===== src/verilog/axil_dw_consts.svh =====
// AXI4-Lite downsizer constants.
// Bus widths and the beat select geometry shared by the whole design.
`ifndef AXIL_DW_CONSTS_SVH
`define AXIL_DW_CONSTS_SVH

// Address width of both ports.
`define AXIL_ADDR_W 16

// Data widths of the wide slave port and the narrow master port.
`define AXIL_SLV_DATA_W 64
`define AXIL_MST_DATA_W 32

// One strobe bit per data byte.
`define AXIL_SLV_STRB_W (`AXIL_SLV_DATA_W / 8)
`define AXIL_MST_STRB_W (`AXIL_MST_DATA_W / 8)

// Narrow beats per wide transaction, the beat index width and its address position.
`define DOWNSIZE_FACTOR (`AXIL_SLV_DATA_W / `AXIL_MST_DATA_W)
`define SEL_W           ($clog2(`DOWNSIZE_FACTOR))
`define SEL_OFFSET      ($clog2(`AXIL_MST_STRB_W))

`endif


===== src/verilog/axil_dw_pkg.sv =====
// AXI4-Lite downsizer types.
// Channel payload structs for both ports, the response codes and the beat index.
`default_nettype none

`include "axil_dw_consts.svh"

package axil_dw_pkg;

  // Response codes; merging two responses is the bitwise OR of the codes.
  typedef enum logic [1:0] {
    RESP_OKAY   = 2'b00,
    RESP_EXOKAY = 2'b01,
    RESP_SLVERR = 2'b10,
    RESP_DECERR = 2'b11
  } axil_resp_e;

  // Address request, shared by AW and AR on both ports.
  typedef struct packed {
    logic [`AXIL_ADDR_W-1:0] addr;
    logic [2:0]              prot;
  } axil_ax_t;

  // Write data on the wide slave port.
  typedef struct packed {
    logic [`AXIL_SLV_DATA_W-1:0] data;
    logic [`AXIL_SLV_STRB_W-1:0] strb;
  } axil_w_wide_t;

  // Write data on the narrow master port.
  typedef struct packed {
    logic [`AXIL_MST_DATA_W-1:0] data;
    logic [`AXIL_MST_STRB_W-1:0] strb;
  } axil_w_narrow_t;

  // Read response on the wide slave port.
  typedef struct packed {
    logic [`AXIL_SLV_DATA_W-1:0] data;
    axil_resp_e                  resp;
  } axil_r_wide_t;

  // Read response on the narrow master port.
  typedef struct packed {
    logic [`AXIL_MST_DATA_W-1:0] data;
    axil_resp_e                  resp;
  } axil_r_narrow_t;

  // Index of the narrow beat within one wide transaction.
  typedef logic [`SEL_W-1:0] axil_sel_t;

endpackage

`default_nettype wire


===== src/verilog/axil_addr_splitter.sv =====
// Address splitter for the AW or AR channel.
// One wide request becomes DOWNSIZE_FACTOR narrow requests, one per beat,
// with the lane select field of the address replaced by the beat index.
`timescale 1ns/10ps
`default_nettype none

`include "axil_dw_consts.svh"

module axil_addr_splitter (
  input  wire                   clk_i,
  input  wire                   rst_i,
  input  wire                   slv_valid_i,
  output logic                  slv_ready_o,
  input  axil_dw_pkg::axil_ax_t slv_ax_i,
  output logic                  mst_valid_o,
  input  wire                   mst_ready_i,
  output axil_dw_pkg::axil_ax_t mst_ax_o
);

  import axil_dw_pkg::*;

  axil_ax_t  spill_ax;
  logic      spill_valid;
  logic      spill_ready;
  axil_sel_t sel_q;
  logic      last_beat;
  logic      beat_done;

  // The wide request waits here until its last narrow beat has gone out.
  axil_spill_reg #(
    .T (axil_ax_t)
  ) i_spill (
    .clk_i   (clk_i),
    .rst_i   (rst_i),
    .valid_i (slv_valid_i),
    .ready_o (slv_ready_o),
    .data_i  (slv_ax_i),
    .valid_o (spill_valid),
    .ready_i (spill_ready),
    .data_o  (spill_ax)
  );

  assign last_beat   = &sel_q;
  assign beat_done   = mst_valid_o & mst_ready_i;
  assign mst_valid_o = spill_valid;
  // Pop the wide entry together with the last narrow beat.
  assign spill_ready = mst_ready_i & last_beat;

  // Only the lane select bits change; prot and the other address bits pass as they are.
  always_comb begin
    mst_ax_o = spill_ax;
    mst_ax_o.addr[`SEL_OFFSET +: `SEL_W] = sel_q;
  end

  // The beat counter wraps to zero after the last beat.
  always_ff @(posedge clk_i) begin
    if (rst_i) begin
      sel_q <= '0;
    end else if (beat_done) begin
      sel_q <= sel_q + axil_sel_t'(1);
    end
  end

  a_stable_ax : assert property (@(posedge clk_i) disable iff (rst_i)
      (mst_valid_o && !mst_ready_i) |=> $stable(mst_ax_o))
    else $error("Address channel changed before its handshake.");

endmodule

`default_nettype wire


===== src/verilog/axil_b_merge.sv =====
// Write response merger.
// Folds the DOWNSIZE_FACTOR narrow B responses into one slave B response
// whose code is the OR of all beat codes.
`timescale 1ns/10ps
`default_nettype none

`include "axil_dw_consts.svh"

module axil_b_merge (
  input  wire                     clk_i,
  input  wire                     rst_i,
  input  wire                     mst_valid_i,
  output logic                    mst_ready_o,
  input  axil_dw_pkg::axil_resp_e mst_resp_i,
  output logic                    slv_valid_o,
  input  wire                     slv_ready_i,
  output axil_dw_pkg::axil_resp_e slv_resp_o
);

  import axil_dw_pkg::*;

  axil_sel_t  sel_q;
  axil_resp_e resp_q;
  logic       last_beat;
  logic       beat_done;

  assign last_beat = &sel_q;
  assign beat_done = mst_valid_i & mst_ready_o;

  // Earlier beats are absorbed at once; the last one waits for the slave.
  assign mst_ready_o = last_beat ? slv_ready_i : 1'b1;
  assign slv_valid_o = last_beat & mst_valid_i;
  assign slv_resp_o  = axil_resp_e'(resp_q | mst_resp_i);

  // The accumulator starts each transaction at OKAY.
  always_ff @(posedge clk_i) begin
    if (rst_i) begin
      sel_q  <= '0;
      resp_q <= RESP_OKAY;
    end else if (beat_done) begin
      sel_q  <= sel_q + axil_sel_t'(1);
      resp_q <= last_beat ? RESP_OKAY : slv_resp_o;
    end
  end

  a_stable_b : assert property (@(posedge clk_i) disable iff (rst_i)
      (slv_valid_o && !slv_ready_i) |=> $stable(slv_resp_o))
    else $error("B channel changed before its handshake.");

endmodule

`default_nettype wire


===== src/verilog/axil_dw_downsizer.sv =====
// AXI4-Lite data width downsizer.
// A wide slave port is served by a narrow master port; every wide transfer
// becomes DOWNSIZE_FACTOR narrow transfers and their responses are merged.
`timescale 1ns/10ps
`default_nettype none

module axil_dw_downsizer (
  input  wire                         clk_i,
  input  wire                         rst_i,
  // Slave port, wide data.
  input  wire                         slv_aw_valid_i,
  output logic                        slv_aw_ready_o,
  input  axil_dw_pkg::axil_ax_t       slv_aw_i,
  input  wire                         slv_w_valid_i,
  output logic                        slv_w_ready_o,
  input  axil_dw_pkg::axil_w_wide_t   slv_w_i,
  output logic                        slv_b_valid_o,
  input  wire                         slv_b_ready_i,
  output axil_dw_pkg::axil_resp_e     slv_b_resp_o,
  input  wire                         slv_ar_valid_i,
  output logic                        slv_ar_ready_o,
  input  axil_dw_pkg::axil_ax_t       slv_ar_i,
  output logic                        slv_r_valid_o,
  input  wire                         slv_r_ready_i,
  output axil_dw_pkg::axil_r_wide_t   slv_r_o,
  // Master port, narrow data.
  output logic                        mst_aw_valid_o,
  input  wire                         mst_aw_ready_i,
  output axil_dw_pkg::axil_ax_t       mst_aw_o,
  output logic                        mst_w_valid_o,
  input  wire                         mst_w_ready_i,
  output axil_dw_pkg::axil_w_narrow_t mst_w_o,
  input  wire                         mst_b_valid_i,
  output logic                        mst_b_ready_o,
  input  axil_dw_pkg::axil_resp_e     mst_b_resp_i,
  output logic                        mst_ar_valid_o,
  input  wire                         mst_ar_ready_i,
  output axil_dw_pkg::axil_ax_t       mst_ar_o,
  input  wire                         mst_r_valid_i,
  output logic                        mst_r_ready_o,
  input  axil_dw_pkg::axil_r_narrow_t mst_r_i
);

  // Write address, one narrow request per beat.
  axil_addr_splitter i_aw_splitter (
    .clk_i       (clk_i),
    .rst_i       (rst_i),
    .slv_valid_i (slv_aw_valid_i),
    .slv_ready_o (slv_aw_ready_o),
    .slv_ax_i    (slv_aw_i),
    .mst_valid_o (mst_aw_valid_o),
    .mst_ready_i (mst_aw_ready_i),
    .mst_ax_o    (mst_aw_o)
  );

  // Write data runs independently of the address path.
  axil_w_splitter i_w_splitter (
    .clk_i       (clk_i),
    .rst_i       (rst_i),
    .slv_valid_i (slv_w_valid_i),
    .slv_ready_o (slv_w_ready_o),
    .slv_w_i     (slv_w_i),
    .mst_valid_o (mst_w_valid_o),
    .mst_ready_i (mst_w_ready_i),
    .mst_w_o     (mst_w_o)
  );

  axil_b_merge i_b_merge (
    .clk_i       (clk_i),
    .rst_i       (rst_i),
    .mst_valid_i (mst_b_valid_i),
    .mst_ready_o (mst_b_ready_o),
    .mst_resp_i  (mst_b_resp_i),
    .slv_valid_o (slv_b_valid_o),
    .slv_ready_i (slv_b_ready_i),
    .slv_resp_o  (slv_b_resp_o)
  );

  // Read address uses the same splitter as the write address.
  axil_addr_splitter i_ar_splitter (
    .clk_i       (clk_i),
    .rst_i       (rst_i),
    .slv_valid_i (slv_ar_valid_i),
    .slv_ready_o (slv_ar_ready_o),
    .slv_ax_i    (slv_ar_i),
    .mst_valid_o (mst_ar_valid_o),
    .mst_ready_i (mst_ar_ready_i),
    .mst_ax_o    (mst_ar_o)
  );

  axil_r_merge i_r_merge (
    .clk_i       (clk_i),
    .rst_i       (rst_i),
    .mst_valid_i (mst_r_valid_i),
    .mst_ready_o (mst_r_ready_o),
    .mst_r_i     (mst_r_i),
    .slv_valid_o (slv_r_valid_o),
    .slv_ready_i (slv_r_ready_i),
    .slv_r_o     (slv_r_o)
  );

endmodule

`default_nettype wire


===== src/verilog/axil_r_merge.sv =====
// Read response merger.
// Collects the DOWNSIZE_FACTOR narrow R beats into one wide R response,
// lowest beat in the lowest slice, with the OR of all beat response codes.
`timescale 1ns/10ps
`default_nettype none

`include "axil_dw_consts.svh"

module axil_r_merge (
  input  wire                         clk_i,
  input  wire                         rst_i,
  input  wire                         mst_valid_i,
  output logic                        mst_ready_o,
  input  axil_dw_pkg::axil_r_narrow_t mst_r_i,
  output logic                        slv_valid_o,
  input  wire                         slv_ready_i,
  output axil_dw_pkg::axil_r_wide_t   slv_r_o
);

  import axil_dw_pkg::*;

  // One holding register per beat except the last, which passes straight through.
  axil_r_narrow_t [`DOWNSIZE_FACTOR-2:0] hold_q;
  axil_sel_t                             sel_q;
  logic                                  last_beat;
  logic                                  beat_done;
  logic [1:0]                            resp_or;

  assign last_beat   = &sel_q;
  assign beat_done   = mst_valid_i & mst_ready_o;
  assign mst_ready_o = last_beat ? slv_ready_i : 1'b1;
  assign slv_valid_o = last_beat & mst_valid_i;

  for (genvar i = 0; i < `DOWNSIZE_FACTOR - 1; i++) begin : g_hold
    always_ff @(posedge clk_i) begin
      if (beat_done && (sel_q == axil_sel_t'(i))) begin
        hold_q[i] <= mst_r_i;
      end
    end
  end

  // The live beat fills the top slice, the held beats fill the lower ones.
  always_comb begin
    resp_or = mst_r_i.resp;
    slv_r_o.data[(`DOWNSIZE_FACTOR-1) * `AXIL_MST_DATA_W +: `AXIL_MST_DATA_W] = mst_r_i.data;
    for (int i = 0; i < `DOWNSIZE_FACTOR - 1; i++) begin
      resp_or = resp_or | hold_q[i].resp;
      slv_r_o.data[i * `AXIL_MST_DATA_W +: `AXIL_MST_DATA_W] = hold_q[i].data;
    end
    slv_r_o.resp = axil_resp_e'(resp_or);
  end

  always_ff @(posedge clk_i) begin
    if (rst_i) begin
      sel_q <= '0;
    end else if (beat_done) begin
      sel_q <= sel_q + axil_sel_t'(1);
    end
  end

  a_stable_r : assert property (@(posedge clk_i) disable iff (rst_i)
      (slv_valid_o && !slv_ready_i) |=> $stable(slv_r_o))
    else $error("R channel changed before its handshake.");

endmodule

`default_nettype wire


===== src/verilog/axil_spill_reg.sv =====
// Two-entry spill register for one valid/ready channel.
// Both the valid and the ready path are cut by a register stage.
`timescale 1ns/10ps
`default_nettype none

module axil_spill_reg #(
  parameter type T = logic
) (
  input  wire  clk_i,
  input  wire  rst_i,
  input  wire  valid_i,
  output logic ready_o,
  input  T     data_i,
  output logic valid_o,
  input  wire  ready_i,
  output T     data_o
);

  // Entry A takes every incoming beat, entry B catches A when the output stalls.
  logic a_full_q;
  logic b_full_q;
  T     a_data_q;
  T     b_data_q;
  logic a_fill;
  logic a_drain;
  logic b_fill;
  logic b_drain;

  // A empties whenever B is free, either to the output or into B.
  assign a_fill  = valid_i & ready_o;
  assign a_drain = a_full_q & ~b_full_q;
  // A beat only moves into B when the consumer is not taking it.
  assign b_fill  = a_drain & ~ready_i;
  assign b_drain = b_full_q & ready_i;

  always_ff @(posedge clk_i) begin
    if (rst_i) begin
      a_full_q <= 1'b0;
      b_full_q <= 1'b0;
    end else begin
      a_full_q <= a_fill | (a_full_q & ~a_drain);
      b_full_q <= b_fill | (b_full_q & ~b_drain);
    end
  end

  always_ff @(posedge clk_i) begin
    if (a_fill) begin
      a_data_q <= data_i;
    end
    if (b_fill) begin
      b_data_q <= a_data_q;
    end
  end

  // B always holds the older beat, so it goes out first.
  assign valid_o = a_full_q | b_full_q;
  assign data_o  = b_full_q ? b_data_q : a_data_q;
  // Ready depends only on the fill state, never on ready_i.
  assign ready_o = ~a_full_q | ~b_full_q;

  // A stalled output beat stays on the bus until it is taken.
  a_stable_out : assert property (@(posedge clk_i) disable iff (rst_i)
      (valid_o && !ready_i) |=> (valid_o && $stable(data_o)))
    else $error("Spill register output changed under back-pressure.");

endmodule

`default_nettype wire


===== src/verilog/axil_w_splitter.sv =====
// Write data splitter.
// One wide W beat becomes DOWNSIZE_FACTOR narrow W beats, each carrying the
// data and strobe lanes picked by the beat index, lowest lanes first.
`timescale 1ns/10ps
`default_nettype none

`include "axil_dw_consts.svh"

module axil_w_splitter (
  input  wire                         clk_i,
  input  wire                         rst_i,
  input  wire                         slv_valid_i,
  output logic                        slv_ready_o,
  input  axil_dw_pkg::axil_w_wide_t   slv_w_i,
  output logic                        mst_valid_o,
  input  wire                         mst_ready_i,
  output axil_dw_pkg::axil_w_narrow_t mst_w_o
);

  import axil_dw_pkg::*;

  axil_w_wide_t spill_w;
  logic         spill_valid;
  logic         spill_ready;
  axil_sel_t    sel_q;
  logic         last_beat;
  logic         beat_done;

  axil_spill_reg #(
    .T (axil_w_wide_t)
  ) i_spill (
    .clk_i   (clk_i),
    .rst_i   (rst_i),
    .valid_i (slv_valid_i),
    .ready_o (slv_ready_o),
    .data_i  (slv_w_i),
    .valid_o (spill_valid),
    .ready_i (spill_ready),
    .data_o  (spill_w)
  );

  assign last_beat   = &sel_q;
  assign beat_done   = mst_valid_o & mst_ready_i;
  // Every beat goes out, even one whose strobe slice is all zero.
  assign mst_valid_o = spill_valid;
  assign spill_ready = mst_ready_i & last_beat;

  // Lane slice selected by the current beat.
  assign mst_w_o.data = spill_w.data[sel_q * `AXIL_MST_DATA_W +: `AXIL_MST_DATA_W];
  assign mst_w_o.strb = spill_w.strb[sel_q * `AXIL_MST_STRB_W +: `AXIL_MST_STRB_W];

  always_ff @(posedge clk_i) begin
    if (rst_i) begin
      sel_q <= '0;
    end else if (beat_done) begin
      sel_q <= sel_q + axil_sel_t'(1);
    end
  end

  a_stable_w : assert property (@(posedge clk_i) disable iff (rst_i)
      (mst_valid_o && !mst_ready_i) |=> $stable(mst_w_o))
    else $error("W channel changed before its handshake.");

endmodule

`default_nettype wire

===== config.mk =====
export PLATFORM = sky130hd
export DESIGN_NAME = axil_dw_downsizer
export DESIGN_NICKNAME = d
export VERILOG_FILES = /design/src/verilog/axil_dw_pkg.sv /design/src/verilog/axil_addr_splitter.sv /design/src/verilog/axil_b_merge.sv /design/src/verilog/axil_dw_downsizer.sv /design/src/verilog/axil_r_merge.sv /design/src/verilog/axil_spill_reg.sv /design/src/verilog/axil_w_splitter.sv
export VERILOG_INCLUDE_DIRS = /design/src /design/src/verilog
export SDC_FILE = /design/constraint.sdc
export NUM_CORES = 1
export LEC_CHECK = 0
export ABC_CLOCK_PERIOD_IN_PS = 12550
export BUFFER_PORTS_ARGS = -buffer_cell sky130_fd_sc_hd__buf_2
export CAP_MARGIN = 20
export CELL_PAD_IN_SITES_DETAIL_PLACEMENT = 1
export CELL_PAD_IN_SITES_GLOBAL_PLACEMENT = 2
export CORE_MARGIN = 5
export CORE_UTILIZATION = 37
export DETAILED_ROUTE_END_ITERATION = 7
export PLACE_DENSITY = 0.88
export SLEW_MARGIN = 15
export SYNTH_ARGS = -nofsm -noshare
export SYNTH_HDL_FRONTEND = slang
export SYNTH_SLANG_ARGS = --single-unit

===== constraint.sdc =====
create_clock -name clk_i -period 12.55 [get_ports clk_i]
set_input_delay 0.6275 -clock clk_i [delete_from_list [all_inputs] [get_ports clk_i]]
set_output_delay 0.6275 -clock clk_i [all_outputs]
set_load 0.1 [all_outputs]

-- Word level (Yosys, flattened, before mapping)
Cells that the tools add are included.
- logic and storage cells: 98
- bits in registers: 267
- input port bits: 158
- bitwise gates (word level): 58
- add/sub/neg operators: 5
- reductions and logical operators: 1
- multiplexer cells: 6
- shift operators: 2
- operator list (operator ; number):
    $mux 72 ; 1
    $shiftx 64x7->32 ; 1
    $mux 19 ; 2
    $and 1x1->1 ; 28
    $not 1->1 ; 16
    $or 1x1->1 ; 12
    $shiftx 8x4->4 ; 1
    $add 1x1->1 const B ; 5
    $or 2x2->2 ; 2
    $mux 1 ; 2
    $mux 2 ; 1
    $logic_and 1x1->1 ; 1

-- Longest topological paths before layout
- word-level depth: 5
- mapped depth: 4

-- Hierarchy
From an unflattened synthesis, not the netlist that was laid out.
- cells, all modules: 548
- area, all modules: 10672.7 um^2
- by module, submodules not included (module ; cells each ; area each (um^2) ; times used):
    axil_spill_reg (i_w_splitter.i_spill) ; 233 ; 5421.4 ; 1
    axil_spill_reg (i_ar_splitter.i_spill ...) ; 68 ; 1460.2 ; 2
    axil_r_merge ; 106 ; 1570.3 ; 1
    axil_w_splitter ; 45 ; 486.7 ; 1
    axil_b_merge ; 16 ; 151.4 ; 1
    axil_addr_splitter ; 6 ; 61.3 ; 2

-- Least setup slack after synthesis
Ideal clock, no wire load.
- kind: input-to-reg
- from: input port mst_w_ready_i
- to: register i_w_splitter.i_spill.b_data_q[0] (netlist name) (enable)
- data arrival time: 5.952 ns
- setup time: 0.610 ns
- data required time: 11.940 ns
- setup slack: 5.989 ns
- cell stages on the path: 1
- cell sequence: a211oi_1
- cells in the longest elaborated chain, start to end: 3
- RTL lines (what ; RTL line ; text):
    from (decl) ; axil_dw_downsizer.sv:31 ; input wire mst_w_ready_i,
    $and 1x1->1 ; axil_w_splitter.sv:46 ; assign spill_ready = mst_ready_i & last_beat;
    $not 1->1 ; axil_spill_reg.sv:33 ; assign b_fill = a_drain & ~ready_i;
    $and 1x1->1 ; axil_spill_reg.sv:33 ;
    to (signal assigned) ; axil_spill_reg.sv:51 ; b_data_q <= a_data_q;
    to (decl) ; axil_spill_reg.sv:23 ; T b_data_q;
Every way passes these cells.
A chain may end at the register's enable or synchronous reset.

==> results_tabular.tex <==
\begin{tabular}{lr}
\hline
Metric & Value \\
\hline
\multicolumn{2}{l}{\textbf{Power and ir drop}} \\
Worst-case vdd ir drop & around 0.000097 V \\
Ratio of total power to cell area & $\sim$190 nW/um\^{}2 \\
Overall power of the completed layout & 0.00239 W \\
Leak Pwr & approximately 4.7 nW \\
\multicolumn{2}{l}{\textbf{Clocking}} \\
Postcts setup bufs & 0 \\
CTS tree & built \\
Clock latency of the later-clocked register in the worst-skew pair & 530 ps \\
Total CTS buffers & 29 \\
Buffer type at the clock tree root & clkbuf\_16 \\
Clock sink count & about 260 \\
Hold-fix buffers, CTS & 0 \\
Quantity of gates resized following cts & 0 \\
Max Root-Sink Buffers & 3 \\
Clock-pin slew of the registers on the worst-case setup and hold paths & 60 ps \\
H-tree Lvls & 1 \\
\multicolumn{2}{l}{\textbf{Setup path}} \\
Critical-path cell list & buf\_4, mux4\_2, buf\_2 \\
Highest cell delay on the worst timing path & 700 ps \\
Startpoint types & flip-flop \\
Internal reg-to-reg setup slack & roughly 11000 ps \\
Number of cell instances on the worst register-to-register path & 2 \\
Worst r2r src & i\_aw\_splitter.i\_spill.b\_full\_q \\
Destination of the worst register-to-register timing path & i\_aw\_splitter.i\_spill.a\_data\_q[15] \\
Number of gates on the worst path with buffers counted & 3 \\
Endpoint class of the critical path & output pin \\
Critical path class & reg -> out \\
Crit path to & mst\_w\_o[28] \\
Buf/Inv on CP & 2 \\
Critical path data required time & roughly 12000 ps \\
Critical path origin & i\_w\_splitter.i\_spill.b\_full\_q \\
Crit path max-delay family & buffers and inverters \\
Highest net fanout along the worst path & 26 \\
Critical path arrival & about 2700 ps \\
Master of the slowest instance on the critical path & dfxtp\_2 \\
\multicolumn{2}{l}{\textbf{Global route}} \\
Antenna violations before repair & 5 \\
Pin count of the biggest net entering global routing & 73 \\
Vias in the first global route & 5774 \\
Remaining global-route overflow & 0 \\
Global-route wire length before repair & 34.6 mm \\
Global routing usage summed across all routing layers & about 14\% \\
\multicolumn{2}{l}{\textbf{Logic synthesis}} \\
Total nets after synthesis & roughly 630 \\
Cell types with the largest area share after synthesis & edfxtp\_1, mux4\_2, buf\_4 \\
Post-synthesis instance total & between 400 and 500 \\
XOR/XNOR share of the synthesized area & 0\% \\
Warnings from Yosys & 0 \\
Number of unique standard cell types used by synthesis & 19 \\
Mapped Area & $\sim$10000 sq um \\
Adder-cell share of the synthesized area & 0\% \\
Cell type contributing the most total cell area after synthesis & edfxtp\_1 \\
Synth Area in Compound Gates & 1.11\% \\
Dominant combinational cell family by area after synthesis & multiplexers \\
Share of the synthesized area in the top cell type & between 70\% and 80\% \\
Mux share of post-synthesis cell area & about 13\% \\
Share of synthesized area occupied by flip-flops and latches & about 80\% \\
Simple logic cell fraction of the synthesized area & around 1.9\% \\
Number of synthesized register bits & roughly 260 \\
Synthesized area per cell & roughly 21 sq um \\
\multicolumn{2}{l}{\textbf{Cells and area}} \\
Fin cells & $\sim$1.1k \\
Post-route cell area & between 10000 and 15000 sq um \\
Fill cell total of the finished layout & around 2.6k \\
Fraction of layout instances using a drive strength above 1 & between 50 and 60\% \\
Synth-to-Final Area Change & 24.2\% \\
Number of nets in the finished design & about 900 \\
Most common library cell in the layout ignoring fill and taps & buf\_2 \\
Commonest cells after routing, fill and taps aside & buf\_2, edfxtp\_1, mux2\_2, mux4\_2, clkbuf\_16 \\
\multicolumn{2}{l}{\textbf{Outcome}} \\
Outcome & complete, no violations \\
\multicolumn{2}{l}{\textbf{Placement}} \\
Placed inst area & $\sim$11000 sq um \\
Gpl congestion & around 0.73 \\
Number of placed cells counting well taps & approximately 1.1k \\
Post-detailed-placement half-perimeter wirelength & 16.0 mm \\
I/O Buffers & 307 \\
\multicolumn{2}{l}{\textbf{STA}} \\
Setup TNS after final layout & 0 ps \\
Setup repair after global routing missed its margin & false \\
Clk\_skew & about 11 ps \\
Actual transition at the worst max-transition pin & $\sim$1000 ps \\
Maximum clock rate & between 200 and 300 MHz \\
Final Critical Period & about 3300 ps \\
Final Setup Violations & 0 \\
Number of hold violations in the final report & 0 \\
Headroom to the max-slew limit & between 30\% and 40\% \\
Final worst-path cycle share & between 20\% and 30\% \\
Number of pins exceeding their max-slew limit in the final report & 0 \\
\multicolumn{2}{l}{\textbf{Floorplanning}} \\
Standard cell core area & $\sim$27000 sq um \\
Number of top-level pins & between 300 and 400 \\
Die span in x & about 170 um \\
Y dimension of the die & $\sim$170 um \\
Die footprint & between 30000 and 40000 sq um \\
Placement row count & 60 \\
Initial Utilization & about 37\% \\
\multicolumn{2}{l}{\textbf{Detailed routing}} \\
DR DRC count & 0 \\
Routed via count & roughly 5.1k \\
Starting DRT DRC Count & just over 300 \\
Total wire length & around 23 mm \\
Routed wirelength normalized by instance count & $\sim$21 um \\
Number of nets still failing antenna checks after routing & 0 \\
DR pass1 iterations & 4 \\
Drt via density & $\sim$4.7 \\
\multicolumn{2}{l}{\textbf{Job}} \\
Max-Cap Viols & 0 \\
\multicolumn{2}{l}{\textbf{Hold path}} \\
Type of the tightest min-delay check & in -> reg \\
\hline
\end{tabular}
where the power goes:
part	internal [W]	switching (W)	leakage, nW	total, W
registers	0.00102	0.0000275	2.49	0.00105
clock network	0.000539	0.000328	0.474	0.000868
logic	0.0000869	0.000384	1.71	0.000471
total	0.00165	0.000739	4.67	0.00239
cells in the mapped netlist:
library cell  number
buf_4             66
a211oi_1           5
mux4_2            36
nor2b_1            4
o21ai_0            3
mux2_2            39
nor2_1             8
dfxtp_1           13
o32ai_1            2
nand2b_1           4
buf_6              2
buf_2             10
inv_1              3
and2_1             9
a21oi_1            8
nand2_1            3
buf_12             3
edfxtp_1         250
or2_2              7
logic make-up after synthesis:
family / Yosys count
simple gates: 35
buf+inv: 84
flops: 263
mux: 75
compound gates: 18
stage by stage:
stage	hold slack (ps)	utilization [%]	setup slack, ps
after global routing	235	46.3	9000
after floorplan	421	-	5990
after CTS	230	46.2	9090
final	268	46.3	9210
after global placement	423	42.6	9680
after detailed placement	433	42.6	9660
worst reg2reg max path, stage by stage (launching register included):
cell and delay (ps):
dfxtp_1 950, nand2_1 190, and2_1 500
registers in the layout, indices dropped and copies added (netlist names), 2 cells and up:
signal and count:
i_ar_splitter.i_spill.b_data_q 18, i_b_merge.resp_q 2, i_w_splitter.i_spill.b_data_q 72, i_r_merge.hold_q 2
i_r_merge.slv_r_o 32, i_aw_splitter.i_spill.a_data_q 18, i_aw_splitter.i_spill.b_data_q 18, i_ar_splitter.i_spill.a_data_q 18
i_w_splitter.i_spill.a_data_q 72
layer usage:
layer	GRT usage (%)	vias to the layer above	routed length, um
li1	-	2333	-
met1	17.8	2579	8990
met2	24.7	193	11500
met3	4.89	36	1740
met4	3.70	4	505
met5	0	-	21
worst min path at each step:
stage | start | endpoint | depth (start not counted)
2_1_floorplan | i_w_splitter.i_spill.a_data_q[40] | i_w_splitter.i_spill.b_data_q[40] | 0
3_3_place_gp | i_aw_splitter.i_spill.a_data_q[4] | i_aw_splitter.i_spill.b_data_q[4] | 0
3_5_place_dp | i_ar_splitter.i_spill.a_data_q[1] | i_ar_splitter.i_spill.b_data_q[1] | 0
4_1_cts | slv_aw_i[12] | i_aw_splitter.i_spill.a_data_q[12] | 1
5_1_grt | slv_ar_i[12] | i_ar_splitter.i_spill.a_data_q[12] | 1
6_report | slv_aw_i[12] | i_aw_splitter.i_spill.a_data_q[12] | 1
cell type report:
class | instances | area, sq um | area share, %
Clock inverter | 19 | 243 | 1.96
Timing Repair Buffer | 315 | 1600 | 12.9
Multi-Input combinational cell | 128 | 1580 | 12.8
Clock buffer | 30 | 729 | 5.90
Tap cell | 341 | 427 | 3.45
Antenna cell | 6 | 15.0 | 0.121
Inverter | 3 | 11.3 | 0.0910
Sequential cell | 263 | 7770 | 62.8
Power figures use the tool's default switching activity.
